--- src/core_params.svh ---
`ifndef CORE_PARAMS_SVH
`define CORE_PARAMS_SVH

// Width of data words and byte addresses.
`define DATA_W 32

// Size of the general purpose register file.
`define REG_N 32

// Bits needed to index one register.
`define REG_AW 5

// Address of the first instruction fetched after reset.
`define RESET_PC 32'h0000_0000

`endif

--- src/isaPkg.sv ---
package isaPkg;

    // Primary opcodes of the supported subset.
    typedef enum logic [5:0] {
        opSpecial = 6'h00,
        opJ       = 6'h02,
        opJal     = 6'h03,
        opBeq     = 6'h04,
        opAddiu   = 6'h09,
        opOri     = 6'h0d,
        opLui     = 6'h0f,
        opLw      = 6'h23,
        opSw      = 6'h2b
    } opcodeT;

    // Function field values used under opSpecial.
    typedef enum logic [5:0] {
        fnAddu = 6'h21,
        fnSubu = 6'h23,
        fnAnd  = 6'h24,
        fnOr   = 6'h25,
        fnSlt  = 6'h2a
    } functT;

    typedef struct packed {
        opcodeT     opcode;
        logic [4:0] rs;
        logic [4:0] rt;
        logic [4:0] rd;
        logic [4:0] shamt;
        functT      funct;
    } rFmtT;

    typedef struct packed {
        opcodeT      opcode;
        logic [4:0]  rs;
        logic [4:0]  rt;
        logic [15:0] imm;
    } iFmtT;

    typedef struct packed {
        opcodeT      opcode;
        logic [25:0] target;
    } jFmtT;

    // One fetched word, seen through each of the three formats.
    typedef union packed {
        rFmtT rFmt;
        iFmtT iFmt;
        jFmtT jFmt;
    } instrWordT;

endpackage

--- src/ctrlPkg.sv ---
package ctrlPkg;

    typedef enum logic [2:0] {
        aluAdd,
        aluSub,
        aluAnd,
        aluOr,
        aluSlt,
        aluLui
    } aluOpT;

    typedef enum logic [3:0] {
        sFetch,
        sDecode,
        sMemAddr,
        sMemRead,
        sMemWrite,
        sLoadBack,
        sExecute,
        sAluBack,
        sBranch,
        sJump
    } stateT;

    // Second ALU operand.
    typedef enum logic [1:0] {
        srcBReg   = 2'd0,
        srcBFour  = 2'd1,
        srcBImm   = 2'd2,
        srcBImmSh = 2'd3
    } srcBSelT;

    // Source of the next program counter.
    typedef enum logic [1:0] {
        pcAlu    = 2'd0,
        pcResult = 2'd1,
        pcJump   = 2'd2
    } pcSrcT;

endpackage

--- src/ctrlIf.sv ---
`timescale 1ns/1ns

interface ctrlIf;

    logic              pcWrite;
    logic              pcCond;
    logic              instrOrData;
    logic              irWrite;
    logic              regDst;
    logic              memToReg;
    logic              regWrite;
    logic              link;
    logic              srcASel;
    ctrlPkg::srcBSelT  srcBSel;
    logic              zeroExt;
    ctrlPkg::aluOpT    aluOp;
    ctrlPkg::pcSrcT    pcSrc;

    // Status returned by the datapath.
    isaPkg::instrWordT instr;
    logic              zero;

    modport ctrl (
        output pcWrite, pcCond, instrOrData, irWrite, regDst, memToReg, regWrite, link,
        output srcASel, srcBSel, zeroExt, aluOp, pcSrc,
        input  instr, zero
    );

    modport dp (
        input  pcWrite, pcCond, instrOrData, irWrite, regDst, memToReg, regWrite, link,
        input  srcASel, srcBSel, zeroExt, aluOp, pcSrc,
        output instr, zero
    );

endinterface

--- src/regFile.sv ---
`timescale 1ns/1ns
`include "core_params.svh"

module regFile (
    input  logic               clk,
    input  logic               rstN,
    input  logic [`REG_AW-1:0] raddrA,
    input  logic [`REG_AW-1:0] raddrB,
    input  logic [`REG_AW-1:0] waddr,
    input  logic               wen,
    input  logic [`DATA_W-1:0] wdata,
    output logic [`DATA_W-1:0] rdataA,
    output logic [`DATA_W-1:0] rdataB
);

    logic [`DATA_W-1:0] regs [`REG_N];

    always_ff @(posedge clk or negedge rstN) begin
        if (!rstN) begin
            for (int i = 0; i < `REG_N; i++) begin
                regs[i] <= '0;
            end
        end else if (wen && (waddr != '0)) begin
            regs[waddr] <= wdata;
        end
    end

    // Register zero is hardwired.
    assign rdataA = (raddrA == '0) ? '0 : regs[raddrA];
    assign rdataB = (raddrB == '0) ? '0 : regs[raddrB];

endmodule

--- src/alu.sv ---
`timescale 1ns/1ns
`include "core_params.svh"

module alu (
    input  ctrlPkg::aluOpT     op,
    input  logic [`DATA_W-1:0] a,
    input  logic [`DATA_W-1:0] b,
    output logic [`DATA_W-1:0] y,
    output logic               zero
);

    localparam int HalfW = `DATA_W / 2;

    always_comb begin
        case (op)
            ctrlPkg::aluAdd: begin
                y = a + b;
            end
            ctrlPkg::aluSub: begin
                y = a - b;
            end
            ctrlPkg::aluAnd: begin
                y = a & b;
            end
            ctrlPkg::aluOr: begin
                y = a | b;
            end
            ctrlPkg::aluSlt: begin
                y = `DATA_W'($signed(a) < $signed(b));
            end
            ctrlPkg::aluLui: begin
                y = {b[HalfW-1:0], {HalfW{1'b0}}};
            end
            default: begin
                y = a + b;
            end
        endcase
    end

    // Used by beq after a subtract.
    assign zero = (y == '0);

endmodule

--- src/controller.sv ---
`timescale 1ns/1ns

module controller (
    input  logic clk,
    input  logic rstN,
    ctrlIf.ctrl  cif,
    output logic memValid,
    output logic memWrite,
    input  logic memReady
);

    ctrlPkg::stateT state;
    ctrlPkg::stateT nextState;
    ctrlPkg::aluOpT execOp;
    isaPkg::opcodeT opcode;
    isaPkg::functT  funct;
    logic           xfer;
    logic           isRType;
    logic           isJal;

    assign opcode  = cif.instr.rFmt.opcode;
    assign funct   = cif.instr.rFmt.funct;
    assign isRType = (opcode == isaPkg::opSpecial);
    assign isJal   = (opcode == isaPkg::opJal);
    assign xfer    = memValid && memReady;

    ////////////////////////////////////////
    // State sequencing
    ////////////////////////////////////////

    always_comb begin
        nextState = state;
        case (state)
            ctrlPkg::sFetch: begin
                if (xfer) begin
                    nextState = ctrlPkg::sDecode;
                end
            end
            ctrlPkg::sDecode: begin
                case (opcode)
                    isaPkg::opLw, isaPkg::opSw: begin
                        nextState = ctrlPkg::sMemAddr;
                    end
                    isaPkg::opSpecial, isaPkg::opAddiu, isaPkg::opOri, isaPkg::opLui: begin
                        nextState = ctrlPkg::sExecute;
                    end
                    isaPkg::opBeq: begin
                        nextState = ctrlPkg::sBranch;
                    end
                    isaPkg::opJ, isaPkg::opJal: begin
                        nextState = ctrlPkg::sJump;
                    end
                    default: begin
                        nextState = ctrlPkg::sFetch;
                    end
                endcase
            end
            ctrlPkg::sMemAddr: begin
                if (opcode == isaPkg::opLw) begin
                    nextState = ctrlPkg::sMemRead;
                end else begin
                    nextState = ctrlPkg::sMemWrite;
                end
            end
            ctrlPkg::sMemRead: begin
                if (xfer) begin
                    nextState = ctrlPkg::sLoadBack;
                end
            end
            ctrlPkg::sExecute: begin
                nextState = ctrlPkg::sAluBack;
            end
            default: begin
                if (state != ctrlPkg::sMemWrite || xfer) begin
                    nextState = ctrlPkg::sFetch;
                end
            end
        endcase
    end

    // The request lines are registered from the next state, so they are
    // already stable in the first cycle of each memory state.
    always_ff @(posedge clk or negedge rstN) begin
        if (!rstN) begin
            state    <= ctrlPkg::sFetch;
            memValid <= 1'b0;
            memWrite <= 1'b0;
        end else begin
            state    <= nextState;
            memValid <= nextState inside {ctrlPkg::sFetch, ctrlPkg::sMemRead, ctrlPkg::sMemWrite};
            memWrite <= (nextState == ctrlPkg::sMemWrite);
        end
    end

    ////////////////////////////////////////
    // Datapath controls
    ////////////////////////////////////////

    always_comb begin
        case (opcode)
            isaPkg::opOri: begin
                execOp = ctrlPkg::aluOr;
            end
            isaPkg::opLui: begin
                execOp = ctrlPkg::aluLui;
            end
            isaPkg::opSpecial: begin
                case (funct)
                    isaPkg::fnSubu: execOp = ctrlPkg::aluSub;
                    isaPkg::fnAnd:  execOp = ctrlPkg::aluAnd;
                    isaPkg::fnOr:   execOp = ctrlPkg::aluOr;
                    isaPkg::fnSlt:  execOp = ctrlPkg::aluSlt;
                    default:        execOp = ctrlPkg::aluAdd;
                endcase
            end
            default: begin
                execOp = ctrlPkg::aluAdd;
            end
        endcase
    end

    assign cif.zeroExt = (opcode == isaPkg::opOri);

    always_comb begin
        cif.pcWrite     = 1'b0;
        cif.pcCond      = 1'b0;
        cif.instrOrData = 1'b0;
        cif.irWrite     = 1'b0;
        cif.regDst      = 1'b0;
        cif.memToReg    = 1'b0;
        cif.regWrite    = 1'b0;
        cif.link        = 1'b0;
        cif.srcASel     = 1'b0;
        cif.srcBSel     = ctrlPkg::srcBReg;
        cif.aluOp       = ctrlPkg::aluAdd;
        cif.pcSrc       = ctrlPkg::pcAlu;
        case (state)
            ctrlPkg::sFetch: begin
                // PC plus four lands on the same edge as the instruction.
                cif.irWrite = xfer;
                cif.pcWrite = xfer;
                cif.srcBSel = ctrlPkg::srcBFour;
            end
            ctrlPkg::sDecode: begin
                cif.srcBSel = ctrlPkg::srcBImmSh;
            end
            ctrlPkg::sMemAddr, ctrlPkg::sMemRead, ctrlPkg::sMemWrite: begin
                cif.srcASel     = 1'b1;
                cif.srcBSel     = ctrlPkg::srcBImm;
                cif.instrOrData = (state != ctrlPkg::sMemAddr);
            end
            ctrlPkg::sLoadBack: begin
                cif.regWrite = 1'b1;
                cif.memToReg = 1'b1;
            end
            ctrlPkg::sExecute: begin
                cif.srcASel = 1'b1;
                cif.aluOp   = execOp;
                if (!isRType) begin
                    cif.srcBSel = ctrlPkg::srcBImm;
                end
            end
            ctrlPkg::sAluBack: begin
                cif.regWrite = 1'b1;
                cif.regDst   = isRType;
            end
            ctrlPkg::sBranch: begin
                cif.srcASel = 1'b1;
                cif.aluOp   = ctrlPkg::aluSub;
                cif.pcCond  = 1'b1;
                cif.pcSrc   = ctrlPkg::pcResult;
            end
            ctrlPkg::sJump: begin
                cif.pcWrite  = 1'b1;
                cif.pcSrc    = ctrlPkg::pcJump;
                cif.link     = isJal;
                cif.regWrite = isJal;
            end
            default: begin
                cif.pcSrc = ctrlPkg::pcAlu;
            end
        endcase
    end

endmodule

--- src/datapath.sv ---
`timescale 1ns/1ns
`include "core_params.svh"

module datapath (
    input  logic               clk,
    input  logic               rstN,
    ctrlIf.dp                  cif,
    output logic [`DATA_W-1:0] memAddr,
    output logic [`DATA_W-1:0] memWData,
    input  logic [`DATA_W-1:0] memRData,
    input  logic               memReady
);

    isaPkg::instrWordT  ir;
    logic [`DATA_W-1:0] pc;
    logic [`DATA_W-1:0] pcNext;
    logic [`DATA_W-1:0] mdr;
    logic [`DATA_W-1:0] regA;
    logic [`DATA_W-1:0] regB;
    logic [`DATA_W-1:0] result;
    logic [`DATA_W-1:0] rdA;
    logic [`DATA_W-1:0] rdB;
    logic [`DATA_W-1:0] srcA;
    logic [`DATA_W-1:0] srcB;
    logic [`DATA_W-1:0] aluY;
    logic [`DATA_W-1:0] imm;
    logic [`DATA_W-1:0] immSh;
    logic [`DATA_W-1:0] jumpTarget;
    logic [`DATA_W-1:0] wdata;
    logic [`REG_AW-1:0] waddr;
    logic               pcEn;
    logic               mdrLoad;

    ////////////////////////////////////////
    // Program counter and instruction
    ////////////////////////////////////////

    assign pcEn       = cif.pcWrite || (cif.pcCond && cif.zero);
    assign jumpTarget = {pc[`DATA_W-1:28], ir.jFmt.target, 2'b00};

    always_comb begin
        case (cif.pcSrc)
            ctrlPkg::pcResult: pcNext = result;
            ctrlPkg::pcJump:   pcNext = jumpTarget;
            default:           pcNext = aluY;
        endcase
    end

    always_ff @(posedge clk or negedge rstN) begin
        if (!rstN) begin
            pc <= `RESET_PC;
            ir <= '0;
        end else begin
            if (pcEn) begin
                pc <= pcNext;
            end
            if (cif.irWrite) begin
                ir <= memRData;
            end
        end
    end

    assign cif.instr = ir;
    assign memAddr   = cif.instrOrData ? result : pc;
    assign memWData  = regB;

    ////////////////////////////////////////
    // Register file and operands
    ////////////////////////////////////////

    // jal always links into the last register.
    assign waddr = cif.link   ? `REG_AW'(`REG_N - 1) :
                   cif.regDst ? ir.rFmt.rd : ir.rFmt.rt;
    assign wdata = cif.link ? pc : (cif.memToReg ? mdr : result);

    regFile uRegFile (
        .clk    (clk),
        .rstN   (rstN),
        .raddrA (ir.rFmt.rs),
        .raddrB (ir.rFmt.rt),
        .waddr  (waddr),
        .wen    (cif.regWrite),
        .wdata  (wdata),
        .rdataA (rdA),
        .rdataB (rdB)
    );

    assign mdrLoad = cif.instrOrData && memReady;

    always_ff @(posedge clk) begin
        regA   <= rdA;
        regB   <= rdB;
        result <= aluY;
        if (mdrLoad) begin
            mdr <= memRData;
        end
    end

    ////////////////////////////////////////
    // ALU
    ////////////////////////////////////////

    assign imm   = cif.zeroExt ? {{(`DATA_W - 16){1'b0}}, ir.iFmt.imm} :
                                 {{(`DATA_W - 16){ir.iFmt.imm[15]}}, ir.iFmt.imm};
    assign immSh = {imm[`DATA_W-3:0], 2'b00};
    assign srcA  = cif.srcASel ? regA : pc;

    always_comb begin
        case (cif.srcBSel)
            ctrlPkg::srcBFour:  srcB = `DATA_W'(4);
            ctrlPkg::srcBImm:   srcB = imm;
            ctrlPkg::srcBImmSh: srcB = immSh;
            default:            srcB = regB;
        endcase
    end

    alu uAlu (
        .op   (cif.aluOp),
        .a    (srcA),
        .b    (srcB),
        .y    (aluY),
        .zero (cif.zero)
    );

endmodule

--- src/mipsCore.sv ---
`timescale 1ns/1ns
`include "core_params.svh"

module mipsCore (
    input  logic               clk,
    input  logic               rstN,
    output logic               memValid,
    output logic               memWrite,
    output logic [`DATA_W-1:0] memAddr,
    output logic [`DATA_W-1:0] memWData,
    input  logic               memReady,
    input  logic [`DATA_W-1:0] memRData
);

    ctrlIf cif ();

    // Sequencing and request valid come from the controller.
    controller uController (
        .clk      (clk),
        .rstN     (rstN),
        .cif      (cif.ctrl),
        .memValid (memValid),
        .memWrite (memWrite),
        .memReady (memReady)
    );

    // Address and write data come from the datapath.
    datapath uDatapath (
        .clk      (clk),
        .rstN     (rstN),
        .cif      (cif.dp),
        .memAddr  (memAddr),
        .memWData (memWData),
        .memRData (memRData),
        .memReady (memReady)
    );

endmodule

--- config.mk ---
export PLATFORM = sky130hd
export DESIGN_NAME = mipsCore
export DESIGN_NICKNAME = d
export VERILOG_FILES = /design/src/isaPkg.sv /design/src/ctrlPkg.sv /design/src/ctrlIf.sv /design/src/regFile.sv /design/src/alu.sv /design/src/controller.sv /design/src/datapath.sv /design/src/mipsCore.sv
export VERILOG_INCLUDE_DIRS = /design/src
export SDC_FILE = /design/constraint.sdc
export NUM_CORES = 2
export LEC_CHECK = 0
export CAP_MARGIN = 10
export CORE_MARGIN = 3
export CORE_UTILIZATION = 42
export DETAILED_ROUTE_END_ITERATION = 12
export DONT_BUFFER_PORTS = 1
export HOLD_SLACK_MARGIN = 0.06
export PLACE_DENSITY_LB_ADDON = 0.2
export SYNTH_ARGS = -nofsm -noshare
export SYNTH_HDL_FRONTEND = slang
export SYNTH_HIERARCHICAL = 1
export SYNTH_SLANG_ARGS = --single-unit
--- constraint.sdc ---
create_clock -name clk -period 6.68 [get_ports clk]
set_input_delay 1.67 -clock clk [delete_from_list [all_inputs] [get_ports clk]]
set_output_delay 1.67 -clock clk [all_outputs]
set_load 0.05 [all_outputs]
==> impl_metrics.csv <==
group,metric,value,unit
outcome,status,"finished with violations",
outcome,violations,"max-slew violations",
sta,final_hold_viol_count,0,
global_route,grt_overflow_total,0,
sta,tightest_slew,1.69,ns
critical_path,critPathMostFrequentCell,"nor4_4",
layout,n_fill_cell,14300,
synthesis,syn-num-nets,5343,
layout,areaGrowthSynthToFinish,12.5,%
clock_tree,numCtsBuffers,137,
layout,multiInputGateArea,0.0358,sq mm
global_route,grt_pass1_vias,48100,
min_path,holdPathEnd,"uDatapath/uRegFile/regs[1023]",
critical_path,worstPathRequired,7.34,ns
pwr,cellLeakagePower,34.4,nW
floorplan,initial_core_util,42.5,%
synthesis,async_flop_share,89.5,%
critical_path,slowest_delay,0.53,ns
sta,max_slew_margin,-12.8,%
synthesis,syn_avg_cell_area,13.2,sq um
pwr,power_density,574,mW/mm^2
global_route,grt_max_degree,1095,
pwr,power,44.3,mW
synthesis,ys_ff_latch,1222,
critical_path,crit_path_top_delay_cell,"or4b_4",
global_route,grt_pass1_wl,354000,um
clock_tree,ctsLongestPathBuffers,3,
clock_tree,cts.sinks,1222,
sta,fin_worst_skew,0.0300,ns
floorplan,die_y,410,um
critical_path,critPathKind,"reg -> reg",
synthesis,synth_top_area_share,40.0,%
layout,regArea,0.0303,sq mm
critical_path,end_kind,"flip-flop",
synthesis,synth_most_common_cell,"mux2_2",
sta,grt_setup_unrepaired,"no",
clock_tree,root_buffer,"clkbuf_16",
routing,vias,48200,
critical_path,crit_chain,"nor4_4 > nand3_1 > nand2_1 > a211oi_4 > buf_12 > buf_4 > mux2i_1 > nor2_1 > ha_1 > fa_1 > a21o_1 > a221oi_4 > o41ai_2 > a31o_1 > a32o_1 > o22a_4 > nor4b_4 > or4b_4 > or4b_1 > or4_4 > nor4_4 > a21oi_4 > or2_1 > mux2_1",
synthesis,ys_types,98,
placement,gp_congestion,1.02,
placement,dp_cells,7217,
layout,fin_cells,7484,
sta,slew_viol_final,327,
synthesis,synth_edf_count,32,
placement,dp_worst_setup_slack,0.0451,ns
clock_tree,cts_tree,"yes",
job,cap_violations,0,
layout,final_nets,5337,
critical_path,path_delay_family,"simple AND/OR/NAND/NOR gates",
floorplan,dieArea,0.168,sq mm
sta,worst_slack,0.325,ns
synthesis,yosysSeqAreaShare,44.2,%
routing,vias_per_cell,6.45,
global_route,grt_use_total,28.9,%
clock_tree,clock_latency,0.79,ns
routing,drtIter0Drc,5360,
floorplan,rows,147,
min_path,hold_path_class,"reg -> reg",
min_path,holdPathStages,0,
clock_tree,h-tree-depth,4,
synthesis,ys.flop_type,"dfrtp_1",
critical_path,regToRegEndpoint,"uDatapath/pc[30]",
sta,finalCriticalPeriod,6.35,ns
floorplan,ioPinCount,101,
clock_tree,clkTransAtPathRegs,0.06,ns
synthesis,syn_inst,5208,
synthesis,synthTopCellsByCount,"1,131 x mux2_2, 1,094 x dfrtp_1, 448 x mux4_2",
critical_path,startpoint_type,"flip-flop",
critical_path,cp_max_fo,6,
critical_path,rrSetupSlack,0.33,ns
synthesis,synth_area_leaders,"dfrtp_1 40%, mux2_2 19%, mux4_2 15%",
synthesis,syn_area,0.0685,sq mm
routing,drc,0,
layout,fin_util,47.8,%
placement,post-dp-hpwl,152000,um
critical_path,arrival,7.02,ns
routing,routed_wl,246000,um
synthesis,synth_top_area_cell,"dfrtp_1",
floorplan,die_x,410,um
sta,max_freq,0.157,GHz
critical_path,reg2reg_from,"uDatapath/cif.instr[29]",
min_path,hp-start,"uDatapath/uRegFile/regs[1023]",
synthesis,yosys_warnings,6,
sta,setup_violations,0,
global_route,antenna_found_initial,16,
critical_path,critical_path_buf_inv_count,2,
placement,port-buffer-count,0,
critical_path,reg2reg_depth,24,
routing,wl_per_cell,32.8,um
sta,tns,0,ns
pwr,vdd_drop_max,0.348,mV
sta,finalCritPeriodShare,95.1,%
routing,drtPass1Iterations,6,
floorplan,core,0.161,sq mm
routing,drtAntennaViolNets,0,
layout,layout-drive-gt1-share,44.4,%
how the worst max path moves through the flow:
stage                             from  slack [ns]  depth (start not counted)               end
6_report       uDatapath/cif.instr[29]        0.33                         24  uDatapath/pc[30]
5_1_grt        uDatapath/cif.instr[29]       0.008                         24  uDatapath/pc[30]
4_1_cts        uDatapath/cif.instr[29]        0.02                         24  uDatapath/pc[30]
3_5_place_dp   uDatapath/cif.instr[29]        0.05                         24  uDatapath/pc[30]
3_3_place_gp   uDatapath/cif.instr[29]         0.1                         24  uDatapath/pc[30]
2_1_floorplan     uController/state[2]        0.51                         23  uDatapath/pc[30]
power by group:
| part | internal, mW | switching, mW | leakage, nW |
|---|---|---|---|
| logic | 10.3 | 13.7 | 16.1 |
| registers | 10.1 | 2.63 | 16.1 |
| clock network | 4.31 | 3.27 | 2.20 |
per-layer routing:
layer	vias up	part of all wire (%)	GRT usage (%)
li1	19900	-	-
met4	6	4.0	10.7
met1	25800	42	39.8
met2	2081	46	45.0
met5	-	0.014	0
met3	474	8.0	6.31
logic make-up after synthesis:
logic type / count (synthesis) / synth area share (%)
AOI/OAI and AO/OA: 849 / 8.87
xor gates and xnor gates: 6 / 0.0767
adders and majority gates: 100 / 1.85
buffers and inverters: 661 / 4.28
DFF: 1222 / 44.2
muxes: 1793 / 36.5
and+or+nand+nor: 577 / 4.28
per-stage QoR:
stage          hold slack (ns)  instance area (sq um)
6_report                 0.392                  77100
5_1_grt                  0.405                  77100
4_1_cts                  0.397                  76900
3_5_place_dp             0.382                  72400
3_3_place_gp             0.376                  72400
2_1_floorplan            0.441                  68500
layout by cell type, fill, tap and decap left out, types with 22 or more instances in the layout:
cell type / synthesis / routed
mux2_2: 1131 / 1131
dfrtp_1: 1094 / 1084
mux4_2: 448 / 448
buf_4: 42 / 369
mux2i_1: 190 / 190
nand2_1: 190 / 179
o21ai_0: 209 / 174
clkbuf_16: 0 / 139
nor2b_1: 119 / 115
inv_1: 115 / 113
a21oi_1: 107 / 105
ha_1: 98 / 96
dfxtp_1: 96 / 96
nor2_1: 110 / 94
a22oi_1: 80 / 80
a211oi_1: 74 / 73
a221oi_1: 73 / 73
a311oi_1: 69 / 69
clkbuf_1: 263 / 37
o21ai_2: 0 / 33
edfxtp_1: 32 / 32
o31ai_1: 32 / 31
a21o_1: 29 / 29
clkbuf_8: 0 / 28
clkinv_2: 0 / 27
nor3_1: 28 / 25
mux2_1: 24 / 24
buf_12: 0 / 22
flip-flops by register name, summed over array words and instances, names as in the netlist:
signal / count
uController/memValid: 1
uController/memWrite: 1
uController/state: 4
uDatapath/cif.instr: 32
uDatapath/mdr: 32
uDatapath/memWData: 32
uDatapath/pc: 32
uDatapath/regA: 32
uDatapath/result: 32
uDatapath/uRegFile/regs: 1024
what timing repair did:
action                     CTS  global route
setup endpoints to repair    0            32
gates resized for setup      0            17
hold endpoints to repair     0             0
hold buffers                 0             0
buffers inserted             0             0
layout make-up:
class,count,share of cell area [%]
Antenna cell,7,0.0227
Clock buffer,204,5.19
Sequential cell,1222,39.3
Multi-Input combinational cell,3325,46.4
Clock inverter,50,0.622
Timing Repair Buffer,397,4.35
Inverter,119,0.584
Tap cell,2160,3.51
Note: power is estimated with default switching activity, not from simulation.
